$ cat src/hw/light_pkg.sv
package light_pkg;

    // Action carried by one instruction
    typedef enum logic [1:0] {
        OP_ON,
        OP_OFF,
        OP_TOGGLE
    } op_e;

    // One parsed decimal coordinate, saturates at 4095
    localparam int COORD_WIDTH = 12;

    // Buffer word holds the last-file marker, the op and four coordinates
    localparam int INSTR_WIDTH = 1 + 2 + 4 * COORD_WIDTH;

    // Lit-light count reported at end of file
    localparam int RESULT_WIDTH = 24;

    // End of a puzzle file
    localparam logic [7:0] ASCII_EOT = 8'h04;

endpackage

$ cat src/hw/instruction_buffer.sv
`timescale 1ns/1ns

module instruction_buffer import light_pkg::*; #(
    parameter int FIFO_DEPTH = 8
) (
    input  logic                   conf_clk,
    input  logic                   rst_n,
    input  logic                   wr_valid,
    input  op_e                    wr_op,
    input  logic [COORD_WIDTH-1:0] wr_x0,
    input  logic [COORD_WIDTH-1:0] wr_y0,
    input  logic [COORD_WIDTH-1:0] wr_x1,
    input  logic [COORD_WIDTH-1:0] wr_y1,
    input  logic                   wr_last,
    input  logic                   rd_pop,
    output logic                   rd_valid,
    output op_e                    rd_op,
    output logic [COORD_WIDTH-1:0] rd_x0,
    output logic [COORD_WIDTH-1:0] rd_y0,
    output logic [COORD_WIDTH-1:0] rd_x1,
    output logic [COORD_WIDTH-1:0] rd_y1,
    output logic                   rd_last,
    output logic                   overflow
);

    localparam int PTR_WIDTH = $clog2(FIFO_DEPTH);

    logic [INSTR_WIDTH-1:0] mem [FIFO_DEPTH];
    logic [INSTR_WIDTH-1:0] head_word;
    logic [PTR_WIDTH-1:0]   wr_ptr;
    logic [PTR_WIDTH-1:0]   rd_ptr;
    logic [PTR_WIDTH:0]     count;
    logic [1:0]             head_op;
    logic                   full;
    logic                   do_write;
    logic                   do_read;

    assign full     = count == (PTR_WIDTH + 1)'(FIFO_DEPTH);
    assign do_write = wr_valid && !full;
    assign do_read  = rd_pop && rd_valid;
    assign rd_valid = count != '0;

    // EOT marker is just another word, so it stays behind its lines
    always_ff @(posedge conf_clk) begin
        if (do_write) begin
            mem[wr_ptr] <= {wr_last, wr_op, wr_x0, wr_y0, wr_x1, wr_y1};
        end
    end

    always_ff @(posedge conf_clk or negedge rst_n) begin
        if (!rst_n) begin
            wr_ptr   <= '0;
            rd_ptr   <= '0;
            count    <= '0;
            overflow <= 1'b0;
        end else begin
            if (do_write) begin
                wr_ptr <= wr_ptr + PTR_WIDTH'(1);
            end
            if (do_read) begin
                rd_ptr <= rd_ptr + PTR_WIDTH'(1);
            end
            if (do_write && !do_read) begin
                count <= count + (PTR_WIDTH + 1)'(1);
            end else if (!do_write && do_read) begin
                count <= count - (PTR_WIDTH + 1)'(1);
            end
            // Word lost on a full buffer
            if (wr_valid && full) begin
                overflow <= 1'b1;
            end
        end
    end

    assign head_word = mem[rd_ptr];
    assign {rd_last, head_op, rd_x0, rd_y0, rd_x1, rd_y1} = head_word;
    assign rd_op = op_e'(head_op);

endmodule

$ cat src/hw/light_grid.sv
`timescale 1ns/1ns

module light_grid import light_pkg::*; #(
    parameter int GRID_SIZE = 16
) (
    input  logic                    conf_clk,
    input  logic                    rst_n,
    input  logic                    rd_valid,
    input  op_e                     rd_op,
    input  logic [COORD_WIDTH-1:0]  rd_x0,
    input  logic [COORD_WIDTH-1:0]  rd_y0,
    input  logic [COORD_WIDTH-1:0]  rd_x1,
    input  logic [COORD_WIDTH-1:0]  rd_y1,
    input  logic                    rd_last,
    output logic                    rd_pop,
    output logic                    result_valid,
    output logic [RESULT_WIDTH-1:0] result_count
);

    localparam int ROW_WIDTH = $clog2(GRID_SIZE);

    typedef enum logic [1:0] {
        G_IDLE,
        G_APPLY,
        G_COUNT
    } state_e;

    state_e                  state;
    logic [ROW_WIDTH-1:0]    row;
    logic [GRID_SIZE-1:0]    grid [GRID_SIZE];
    logic [GRID_SIZE-1:0]    col_mask;
    logic [GRID_SIZE-1:0]    mask_q;
    logic [GRID_SIZE-1:0]    cur_row;
    logic [GRID_SIZE-1:0]    row_next;
    op_e                     op_q;
    logic [COORD_WIDTH-1:0]  y0_q;
    logic [COORD_WIDTH-1:0]  y1_q;
    logic                    row_last;
    logic                    row_in_y;
    logic [RESULT_WIDTH-1:0] row_ones;
    logic [RESULT_WIDTH-1:0] acc;

    // Head is taken only between instructions
    assign rd_pop   = (state == G_IDLE) && rd_valid;
    assign cur_row  = grid[row];
    assign row_last = row == ROW_WIDTH'(GRID_SIZE - 1);
    assign row_in_y = (COORD_WIDTH'(row) >= y0_q) && (COORD_WIDTH'(row) <= y1_q);

    // Columns past the grid edge simply have no bit, which clips x
    always_comb begin
        for (int c = 0; c < GRID_SIZE; c++) begin
            col_mask[c] = (COORD_WIDTH'(c) >= rd_x0) && (COORD_WIDTH'(c) <= rd_x1);
        end
    end

    always_comb begin
        row_ones = '0;
        for (int c = 0; c < GRID_SIZE; c++) begin
            row_ones = row_ones + RESULT_WIDTH'(cur_row[c]);
        end
    end

    always_comb begin
        case (op_q)
            OP_ON:   row_next = cur_row | mask_q;
            OP_OFF:  row_next = cur_row & ~mask_q;
            default: row_next = cur_row ^ mask_q;
        endcase
    end

    always_ff @(posedge conf_clk or negedge rst_n) begin
        if (!rst_n) begin
            state        <= G_IDLE;
            row          <= '0;
            result_valid <= 1'b0;
        end else begin
            result_valid <= 1'b0;
            case (state)
                G_IDLE: begin
                    if (rd_pop) begin
                        row   <= '0;
                        state <= rd_last ? G_COUNT : G_APPLY;
                    end
                end
                G_APPLY: begin
                    row <= row + ROW_WIDTH'(1);
                    if (row_last) begin
                        state <= G_IDLE;
                    end
                end
                G_COUNT: begin
                    row <= row + ROW_WIDTH'(1);
                    // Total shows up the cycle after the last row
                    if (row_last) begin
                        state        <= G_IDLE;
                        result_valid <= 1'b1;
                    end
                end
                default: state <= G_IDLE;
            endcase
        end
    end

    // Rows are updated in place, and counting leaves them dark
    always_ff @(posedge conf_clk or negedge rst_n) begin
        if (!rst_n) begin
            for (int r = 0; r < GRID_SIZE; r++) begin
                grid[r] <= '0;
            end
        end else if ((state == G_APPLY) && row_in_y) begin
            grid[row] <= row_next;
        end else if (state == G_COUNT) begin
            grid[row] <= '0;
        end
    end

    always_ff @(posedge conf_clk) begin
        if (rd_pop) begin
            op_q   <= rd_op;
            mask_q <= col_mask;
            y0_q   <= rd_y0;
            y1_q   <= rd_y1;
            acc    <= '0;
        end
        if (state == G_COUNT) begin
            if (row_last) begin
                result_count <= acc + row_ones;
            end else begin
                acc <= acc + row_ones;
            end
        end
    end

endmodule

$ cat src/hw/light_puzzle_top.sv
`timescale 1ns/1ns

module light_puzzle_top import light_pkg::*; #(
    parameter int GRID_SIZE  = 16,
    parameter int FIFO_DEPTH = 8
) (
    input  logic                    conf_clk,
    input  logic                    rst_n,
    input  logic                    byte_valid,
    input  logic [7:0]              byte_data,
    output logic                    result_valid,
    output logic [RESULT_WIDTH-1:0] result_count,
    output logic                    parse_error,
    output logic                    overflow
);

    // Decoder to buffer
    logic                   wr_valid;
    op_e                    wr_op;
    logic [COORD_WIDTH-1:0] wr_x0;
    logic [COORD_WIDTH-1:0] wr_y0;
    logic [COORD_WIDTH-1:0] wr_x1;
    logic [COORD_WIDTH-1:0] wr_y1;
    logic                   wr_last;

    // Buffer to engine
    logic                   rd_valid;
    logic                   rd_pop;
    op_e                    rd_op;
    logic [COORD_WIDTH-1:0] rd_x0;
    logic [COORD_WIDTH-1:0] rd_y0;
    logic [COORD_WIDTH-1:0] rd_x1;
    logic [COORD_WIDTH-1:0] rd_y1;
    logic                   rd_last;

    line_decoder u_line_decoder (
        .conf_clk    (conf_clk),
        .rst_n       (rst_n),
        .byte_valid  (byte_valid),
        .byte_data   (byte_data),
        .wr_valid    (wr_valid),
        .wr_op       (wr_op),
        .wr_x0       (wr_x0),
        .wr_y0       (wr_y0),
        .wr_x1       (wr_x1),
        .wr_y1       (wr_y1),
        .wr_last     (wr_last),
        .parse_error (parse_error)
    );

    instruction_buffer #(
        .FIFO_DEPTH (FIFO_DEPTH)
    ) u_instruction_buffer (
        .conf_clk (conf_clk),
        .rst_n    (rst_n),
        .wr_valid (wr_valid),
        .wr_op    (wr_op),
        .wr_x0    (wr_x0),
        .wr_y0    (wr_y0),
        .wr_x1    (wr_x1),
        .wr_y1    (wr_y1),
        .wr_last  (wr_last),
        .rd_pop   (rd_pop),
        .rd_valid (rd_valid),
        .rd_op    (rd_op),
        .rd_x0    (rd_x0),
        .rd_y0    (rd_y0),
        .rd_x1    (rd_x1),
        .rd_y1    (rd_y1),
        .rd_last  (rd_last),
        .overflow (overflow)
    );

    light_grid #(
        .GRID_SIZE (GRID_SIZE)
    ) u_light_grid (
        .conf_clk     (conf_clk),
        .rst_n        (rst_n),
        .rd_valid     (rd_valid),
        .rd_op        (rd_op),
        .rd_x0        (rd_x0),
        .rd_y0        (rd_y0),
        .rd_x1        (rd_x1),
        .rd_y1        (rd_y1),
        .rd_last      (rd_last),
        .rd_pop       (rd_pop),
        .result_valid (result_valid),
        .result_count (result_count)
    );

endmodule

$ cat src/hw/line_decoder.sv
`timescale 1ns/1ns

module line_decoder import light_pkg::*; (
    input  logic                   conf_clk,
    input  logic                   rst_n,
    input  logic                   byte_valid,
    input  logic [7:0]             byte_data,
    output logic                   wr_valid,
    output op_e                    wr_op,
    output logic [COORD_WIDTH-1:0] wr_x0,
    output logic [COORD_WIDTH-1:0] wr_y0,
    output logic [COORD_WIDTH-1:0] wr_x1,
    output logic [COORD_WIDTH-1:0] wr_y1,
    output logic                   wr_last,
    output logic                   parse_error
);

    localparam logic [7:0] ASCII_LF = 8'h0a;
    localparam logic [63:0] THROUGH = "through ";

    typedef enum logic [1:0] {
        S_KEY,
        S_NUM,
        S_THRU,
        S_SKIP
    } state_e;

    state_e                 state;
    logic [1:0]             fidx;
    logic [3:0]             tpos;
    logic [COORD_WIDTH-1:0] acc;
    logic [COORD_WIDTH-1:0] num_q [3];
    logic                   have_digit;
    logic                   line_started;
    logic                   seen_o;
    logic                   op_known;
    logic                   prev_space;
    op_e                    op_q;
    logic                   is_digit;
    logic                   is_lower;
    logic                   is_space;
    logic                   is_lf;
    logic                   is_eot;
    logic                   line_done;
    logic                   eot_hit;
    logic [7:0]             thru_char;

    // Decimal accumulate, pinned at the top of the coordinate range
    function automatic logic [COORD_WIDTH-1:0] push_digit(
        input logic [COORD_WIDTH-1:0] value,
        input logic [7:0]             ch
    );
        logic [COORD_WIDTH+3:0] wide;
        wide = value * (COORD_WIDTH + 4)'(10) + (COORD_WIDTH + 4)'(ch[3:0]);
        return (wide[COORD_WIDTH+3:COORD_WIDTH] != '0) ? '1 : wide[COORD_WIDTH-1:0];
    endfunction

    assign is_digit  = (byte_data >= "0") && (byte_data <= "9");
    assign is_lower  = (byte_data >= "a") && (byte_data <= "z");
    assign is_space  = byte_data == " ";
    assign is_lf     = byte_data == ASCII_LF;
    assign is_eot    = byte_data == ASCII_EOT;
    assign thru_char = THROUGH[8 * (7 - tpos[2:0]) +: 8];

    // Newline after the fourth number completes a line
    assign line_done = byte_valid && !is_eot && (state == S_NUM) && (fidx == 2'd3)
                       && have_digit && is_lf;
    assign eot_hit   = byte_valid && is_eot;

    always_ff @(posedge conf_clk or negedge rst_n) begin
        if (!rst_n) begin
            state        <= S_KEY;
            fidx         <= '0;
            tpos         <= '0;
            acc          <= '0;
            num_q        <= '{default: '0};
            have_digit   <= 1'b0;
            line_started <= 1'b0;
            seen_o       <= 1'b0;
            op_known     <= 1'b0;
            prev_space   <= 1'b0;
            op_q         <= OP_ON;
            wr_valid     <= 1'b0;
            parse_error  <= 1'b0;
        end else begin
            wr_valid <= line_done || eot_hit;
            // Keyword flags only live while the keyword is read
            if ((state != S_KEY) || eot_hit) begin
                line_started <= 1'b0;
                seen_o       <= 1'b0;
                op_known     <= 1'b0;
                prev_space   <= 1'b0;
            end
            if (eot_hit) begin
                state      <= S_KEY;
                have_digit <= 1'b0;
            end else if (byte_valid) begin
                case (state)
                    S_KEY: begin
                        if (is_lf) begin
                            // Blank lines pass silently
                            if (line_started) begin
                                parse_error <= 1'b1;
                            end
                            line_started <= 1'b0;
                            seen_o       <= 1'b0;
                            op_known     <= 1'b0;
                            prev_space   <= 1'b0;
                        end else if (is_lower || is_space) begin
                            line_started <= 1'b1;
                            prev_space   <= is_space;
                            seen_o       <= byte_data == "o";
                            // Letter after the first o picks the op
                            if (seen_o && !op_known) begin
                                op_known <= 1'b1;
                                if (byte_data == "n") begin
                                    op_q <= OP_ON;
                                end else if (byte_data == "f") begin
                                    op_q <= OP_OFF;
                                end else if (byte_data == "g") begin
                                    op_q <= OP_TOGGLE;
                                end else begin
                                    parse_error <= 1'b1;
                                    state       <= S_SKIP;
                                end
                            end
                        end else if (is_digit && op_known && prev_space) begin
                            acc        <= COORD_WIDTH'(byte_data[3:0]);
                            have_digit <= 1'b1;
                            fidx       <= 2'd0;
                            state      <= S_NUM;
                        end else begin
                            parse_error <= 1'b1;
                            state       <= S_SKIP;
                        end
                    end
                    S_NUM: begin
                        if (is_digit) begin
                            acc        <= push_digit(acc, byte_data);
                            have_digit <= 1'b1;
                        end else if (have_digit && (byte_data == ",") && !fidx[0]) begin
                            num_q[fidx] <= acc;
                            acc         <= '0;
                            have_digit  <= 1'b0;
                            fidx        <= fidx + 2'd1;
                        end else if (have_digit && is_space && (fidx == 2'd1)) begin
                            num_q[1] <= acc;
                            tpos     <= '0;
                            state    <= S_THRU;
                        end else if (line_done) begin
                            state <= S_KEY;
                        end else begin
                            parse_error <= 1'b1;
                            state       <= is_lf ? S_KEY : S_SKIP;
                        end
                    end
                    S_THRU: begin
                        if ((tpos == 4'd8) && is_digit) begin
                            acc        <= COORD_WIDTH'(byte_data[3:0]);
                            have_digit <= 1'b1;
                            fidx       <= 2'd2;
                            state      <= S_NUM;
                        end else if ((tpos != 4'd8) && (byte_data == thru_char)) begin
                            tpos <= tpos + 4'd1;
                        end else begin
                            parse_error <= 1'b1;
                            state       <= is_lf ? S_KEY : S_SKIP;
                        end
                    end
                    default: begin
                        // Discard the rest of a bad line
                        if (is_lf) begin
                            state <= S_KEY;
                        end
                    end
                endcase
            end
        end
    end

    // Corners leave ordered low to high per axis
    always_ff @(posedge conf_clk) begin
        if (line_done) begin
            wr_last <= 1'b0;
            wr_op   <= op_q;
            wr_x0   <= (num_q[0] < num_q[2]) ? num_q[0] : num_q[2];
            wr_x1   <= (num_q[0] < num_q[2]) ? num_q[2] : num_q[0];
            wr_y0   <= (num_q[1] < acc) ? num_q[1] : acc;
            wr_y1   <= (num_q[1] < acc) ? acc : num_q[1];
        end else if (eot_hit) begin
            wr_last <= 1'b1;
        end
    end

endmodule

$ cat config.mk
export PLATFORM = sky130hd
export DESIGN_NAME = light_puzzle_top
export DESIGN_NICKNAME = d
export VERILOG_FILES = /design/src/hw/light_pkg.sv /design/src/hw/instruction_buffer.sv /design/src/hw/light_grid.sv /design/src/hw/light_puzzle_top.sv /design/src/hw/line_decoder.sv
export SDC_FILE = /design/constraint.sdc
export NUM_CORES = 1
export LEC_CHECK = 0
export ABC_AREA = 1
export BUFFER_PORTS_ARGS = -buffer_cell sky130_fd_sc_hd__buf_2
export CAP_MARGIN = 20
export CORE_ASPECT_RATIO = 0.9
export CORE_UTILIZATION = 55
export DETAILED_ROUTE_END_ITERATION = 8
export PLACE_DENSITY = 0.83
export SLEW_MARGIN = 5
export SYNTH_ARGS = -nofsm -noshare
export SYNTH_HDL_FRONTEND = slang
export SYNTH_HIERARCHICAL = 1
export SYNTH_SLANG_ARGS = --single-unit
$ cat constraint.sdc
create_clock -name conf_clk -period 8.6 [get_ports conf_clk]
set_input_delay 1.29 -clock conf_clk [delete_from_list [all_inputs] [get_ports conf_clk]]
set_output_delay 1.29 -clock conf_clk [all_outputs]
set_load 0.1 [all_outputs]
==> Yosys cells after proc, flatten, opt, wreduce, memory -nomap -nowiden <==
Memories as Yosys holds them, arrays and structs flattened.
Index checks and enable logic that the tools add are counted.
{ "word_totals": {"ff_bits": 480, "mem_bits_rw": 408, "input_bits": 11, "output_inout_bits": 27, "wordCells": 392, "memories": 1} }
{ "memory_table": {"columns": ["memory", "words", "word_bits", "rd", "rd_clocked_by_memory_dff", "write_ports", "line_no", "rtl"], "rows": [
  ["u_instruction_buffer.mem", 8, 51, 1, 0, 1, "instruction_buffer.sv:28", "logic [INSTR_WIDTH-1:0] mem [FIFO_DEPTH];"]
]} }
{ "classes": {"n_addsub": 25, "mul": 1, "order_cmp": 44, "eq_ne": 54, "shift": 1, "muxes": 124, "n_bitwise": 11, "n_reduce_logical": 81} }
{ "ops": {"columns": ["operator", "n"], "rows": [
  ["256-bit two-way mux", 2],
  ["24-bit by 1-bit adder with 24-bit output", 14],
  ["256-bit bitwise AND", 1],
  ["256-bit bitwise mux", 1],
  ["256-bit NOT", 1],
  ["12-bit two-way mux", 14],
  ["4-bit by 12-bit >= comparator with 1-bit output, first input constant", 8],
  ["4-bit by 12-bit <= comparator with 1-bit output, first input constant", 8],
  ["24-bit two-way mux", 3],
  ["16-bit binary-select mux with 4-bit select", 1],
  ["16-bit demux with 4-bit select", 1],
  ["64-bit by 33-bit indexed part select with 8-bit output, first input constant", 1],
  ["2-bit two-way mux", 29],
  ["1-bit two-way mux", 51],
  ["3-bit by 12-bit >= comparator with 1-bit output, first input constant", 4],
  ["3-bit by 12-bit <= comparator with 1-bit output, first input constant", 4],
  ["16-bit two-way mux", 3],
  ["1-bit logical AND", 43],
  ["36-bit bitwise mux", 1],
  ["12-bit case mux with 3 select lines", 1],
  ["8-bit by 7-bit equality test with 1-bit output, second input constant", 4],
  ["4-bit two-way mux", 8],
  ["4-bit by 3-bit != test with 1-bit output, second input constant", 8],
  ["16-bit case mux with 2 select lines", 1],
  ["65 further kinds", 129]
]} }

==> Logic depth before layout (Yosys ltp) <==
{ "depth": {"depth_word": 22, "ltp_mapped": 31, "mapped_depth_nobuf": 28} }

==> Hierarchy <==
Netlist, hierarchy kept.
{ "modules_own_cells": {"columns": ["module", "n_inst", "cells_per_inst", "area_each_um2", "seq_area_each_um2"], "rows": [
  ["light_grid", 1, 2203, 17858.4, 9043.7],
  ["instruction_buffer", 1, 1440, 16861.2, 12527.0],
  ["line_decoder", 1, 861, 7181.9, 3148.0]
]} }

==> Least setup slack after synthesis <==
No wires, ideal clock.
{ "synth_timing": {"kind": "register to register", "startpoint": "register u_light_grid.row[0]", "endpoint": "register u_light_grid.result_count[22], data pin", "setup_time_ns": 0.263, "t_arrival_ns": 5.059, "required_ns": 8.337, "setup_slack_ns": 3.278, "path_stages_with_launch": 28, "path_buffers": 3, "synth_period_minus_slack_ns": 5.322, "path_cell_list": "dfrtp_1 buf_2 inv_1 buf_2 buf_2 nor2_1 o22ai_1 nand2_1 nand4_1 inv_1 fa_1 inv_1 fa_1 inv_1 fa_1 inv_1 fa_1 inv_1 fa_1 inv_1 fa_1 nand2_1 nand2_1 nand3b_1 nand2_1 nand2_1 o21ai_0 nand2_1"} }
{ "synth_between": {"elab_chain_len": 20} }
{ "synth_rtl": {"columns": ["item", "line_no", "rtl"], "rows": [
  ["from (decl)", "light_grid.sv:29", "logic [ROW_WIDTH-1:0] row;"],
  ["from (signal assigned)", "light_grid.sv:86", "row <= row + ROW_WIDTH'(1);"],
  ["from (signal assigned)", "light_grid.sv:92", "row <= row + ROW_WIDTH'(1);"],
  ["4-bit NOT with 5-bit output (not written as such) (*)", "light_grid.sv:45", "assign cur_row = grid[row];"],
  ["16-bit binary-select mux with 4-bit select (*)", "light_grid.sv:45", null],
  ["16-bit two-way mux (not written as such) (*) (2 in a row)", "light_grid.sv:45", null],
  ["1-bit by 1-bit adder with 2-bit output", "light_grid.sv:59", "row_ones = row_ones + RESULT_WIDTH'(cur_row[c]);"],
  ["24-bit by 1-bit adder with 24-bit output (13 in a row)", "light_grid.sv:59", null],
  ["24-bit by 1-bit adder with 24-bit output (*)", "light_grid.sv:59", null],
  ["24-bit adder (*)", "light_grid.sv:127", "result_count <= acc + row_ones;"],
  ["to (signal assigned)", "light_grid.sv:127", null],
  ["to (decl)", "light_grid.sv:17", "output logic [RESULT_WIDTH-1:0] result_count"]
]} }
Mark *: on every way between the ends. The rest lies on a longest branch, timed or not. The select of a mux whose other input is x is not followed.
A chain may end at the register's enable or synchronous reset.

==> Final worst setup path <==
Same ends and word-level chain as after synthesis.

==> flow_metrics.env <==
export IMPL_drive_above_1_share=0.08075
export IMPL_grt_first_pass_wirelength_um=167800
export IMPL_hold_viol=0
export IMPL_die_h_um=263.9
export IMPL_routed_via_density=5.777
export IMPL_initial_utilization=0.5587
export IMPL_postSynthCellCount=4504
export IMPL_nets=4621
export IMPL_slew_headroom=0.1864
export IMPL_synth_top_area_cell="edfxtp_1"
export IMPL_use_met1=0.3594
export IMPL_synth_top_area_share=0.3755
export IMPL_start_kind="flop"
export IMPL_fin_tns_setup_ns=0
export IMPL_slew_viol_final=0
export IMPL_worst_pin_slew_ns=1.220
export IMPL_root_buffer="clkbuf_16"
export IMPL_cts_repair_resized=0
export IMPL_met2_usage=0.4459
export IMPL_ys_seq_area_frac=0.5899
export IMPL_grt_setup_unrepaired="false"
export IMPL_wirelength_um=106100
export IMPL_area_growth_syn_to_layout_pct=8.931
export IMPL_clk_pin_slew_ns=0.06
export IMPL_cp_arrival_ns=7.22
export IMPL_power_leakage_nw=20.61
export IMPL_vias=32144
export IMPL_synth_area_top_cells="edfxtp_1 38%, dfrtp_1 20%, nand2_1 16%"
export IMPL_skew_ns=0.04015
export IMPL_ys_warn_count=6
export IMPL_cts_setup_buffers=0
export IMPL_cts_num_sinks=888
export IMPL_cts_buffer_depth=3
export IMPL_route_detailed_drc=0
export IMPL_core_area_um2=75000
export IMPL_crit_path_end_kind="flop"
export IMPL_drt_pass1_iter_count=8
export IMPL_dp_hpwl_um=62390
export IMPL_layout_commonest_cell="nand2_1"
export IMPL_syn_avg_cell_area_um2=9.303
export IMPL_min_period_over_period=0.7937
export IMPL_row_count=95
export IMPL_gr_total_overflow=0
export IMPL_max_freq_mhz=146.5
export IMPL_clk_latency_ns=0.67
export IMPL_synth_edf_count=524
export IMPL_busiest_layer="met2"
export IMPL_pre_cts_ws_ns=2.033
export IMPL_cts_buffers=86
export IMPL_tritoncts="built"
export IMPL_outcome="finished clean"
export IMPL_synthArstFlopShare=0.3818
export IMPL_grt_max_degree=159
export IMPL_period_minus_slack_ns=6.825
export IMPL_crit_path_max_fanout=107
export IMPL_place_area_um2=42700
export IMPL_ys_ff_latch=888
export IMPL_ys_flop_type="edfxtp_1"
export IMPL_die_area_um2=77290
export IMPL_met3_usage=0.05065
export IMPL_cp_required_ns=8.99
export IMPL_ioPinCount=38
export IMPL_ant_nets=0
export IMPL_syn_cell_area_um2=41900
export IMPL_first_iter_violations=3782
export IMPL_grt_pass1_vias=31032
export IMPL_cts_max_level=3
export IMPL_final_util=0.6086
export IMPL_gp_congestion=0.9464
export IMPL_fillers=5732
export IMPL_setup_viol=0
export IMPL_reg2reg_setup_slack_ns=1.77
export IMPL_ir_drop_mv=0.2501
export IMPL_port_buffer_count=37
export IMPL_antenna_found_initial=1
export IMPL_syn_nets=4648
export IMPL_die_width_um=292.9
export IMPL_cts_hold_buf=0
export IMPL_setup_ws_ns=1.775
export IMPL_wl_per_cell_um=19.07
export IMPL_stdcell_area_um2=45640
export IMPL_grt_use_total=0.2748
export IMPL_crit_type="flop to flop"
export IMPL_worst_hold_path_type="flop to flop"
export IMPL_pwr_density_cell_nw_per_um2=306.8
export IMPL_final_cell_mix="1,776 x nand2_1, 524 x edfxtp_1, 334 x dfrtp_1"
export IMPL_cap_violations=0
export IMPL_synth_cell_type_count=64
==> cell families after synthesis <==
| group | synth area share |
|---|---|
| and+or+nand+nor | 0.2262 |
| DFF | 0.5899 |
| AOI/OAI and AO/OA | 0.08406 |
| buffers and inverters | 0.05136 |
| adders and majority gates | 0.04240 |
| xor gates and xnor gates | 0.006062 |
==> sequential cells by signal (all words and copies together), names as in the netlist, 16 cells and up <==
signal and count:
u_line_decoder/num_q 36, u_light_grid/grid 256, u_light_grid/result_count 24, u_light_grid/acc 24, u_instruction_buffer/mem 408, u_light_grid/mask_q 16
==> metal layers <==
layer / vias up / share of wire
li1: 14703 / -
met1: 15319 / 0.38
met2: 1791 / 0.47
met3: 329 / 0.10
met4: 2 / 0.042
met5: - / 0.00019
==> where the power goes <==
| part | total (mW) | switching [mW] | internal [mW] | leakage (nW) |
|---|---|---|---|---|
| clock network | 3.89 | 1.68 | 2.20 | 1.42 |
| registers | 5.03 | 0.242 | 4.79 | 10.0 |
| logic | 5.09 | 3.64 | 1.44 | 9.17 |
==> synth_stat cells (3+ instances only) <==
cell type	count
nor3_1	14
nand4_1	28
nor3b_1	3
nand2_2	17
a211oi_1	3
nor2_2	12
nor2_4	25
o22ai_1	81
buf_6	23
buf_4	35
a21oi_2	4
fa_1	15
xor2_1	19
inv_2	35
dfxtp_1	25
a22o_1	4
buf_2	57
nor2_1	341
o21bai_1	3
nand3_2	9
nand3_1	72
o21ai_0	318
inv_1	234
a31oi_1	3
a21oi_1	88
a32o_1	6
and2_1	4
edfxtp_1	524
clkbuf_1	82
xnor2_1	10
nor4_1	3
clkinv_1	3
nand2_4	14
nand2_1	1776
nand3b_1	3
dfrtp_1	339
o211ai_1	3
ha_1	118
o21ai_1	121
==> critical path, cell delays in order, from the launching register on <==
cell	delay, ns
dfrtp_4	0.71
inv_4	0.81
o21ai_0	0.22
o22ai_1	0.16
nand2_1	0.07
nand4_1	0.24
inv_1	0.14
fa_1	0.55
inv_1	0.05
fa_1	0.49
inv_1	0.06
fa_1	0.54
inv_1	0.06
fa_1	0.55
inv_1	0.07
fa_1	0.42
inv_1	0.11
fa_1	0.22
nand2_1	0.07
nand2_1	0.13
nand3b_1	0.11
nand2_1	0.18
nand2_1	0.14
o21ai_0	0.21
nand2_1	0.09
==> area by class of cell <==
type,count,area (um2),share of cell area
timing repair buffer,83,553.0,0.01212
sequential,888,24730,0.5419
antenna,1,2.502,0.00005482
tap,1018,1274,0.02791
clock buffer,103,2287,0.05011
clock inverter,53,651.9,0.01428
inverter,274,1039,0.02275
multi-input combinational,3144,15100,0.3309
==> through the flow <==
stage | total power, mW | hold WS [ns] | instances
finish | 14.01 | 0.4642 | 5564
global route | 14.76 | 0.4765 | 5563
CTS | 13.95 | 0.4634 | 5563
detailed placement | 10.01 | 0.4345 | 5407
global placement | 9.800 | 0.4414 | 5407
floorplan | 8.560 | 0.4253 | 4504
==> path summary, 6_finish.rpt <==
| check | startpoint | to | depth (start not counted) |
|---|---|---|---|
| max | u_light_grid/row[0] | u_light_grid/result_count[22] | 24 |
| min | u_light_grid/grid[215] | u_light_grid/grid[215] | 2 |
| max reg2reg | u_light_grid/row[0] | u_light_grid/result_count[22] | 24 |
| min reg2reg | u_light_grid/grid[215] | u_light_grid/grid[215] | 2 |
| max in group asynchronous | rst_n | u_light_grid/grid[131] | 2 |
| min in group asynchronous | rst_n | u_light_grid/grid[53] | 1 |
(Power assumes the default switching activity.)
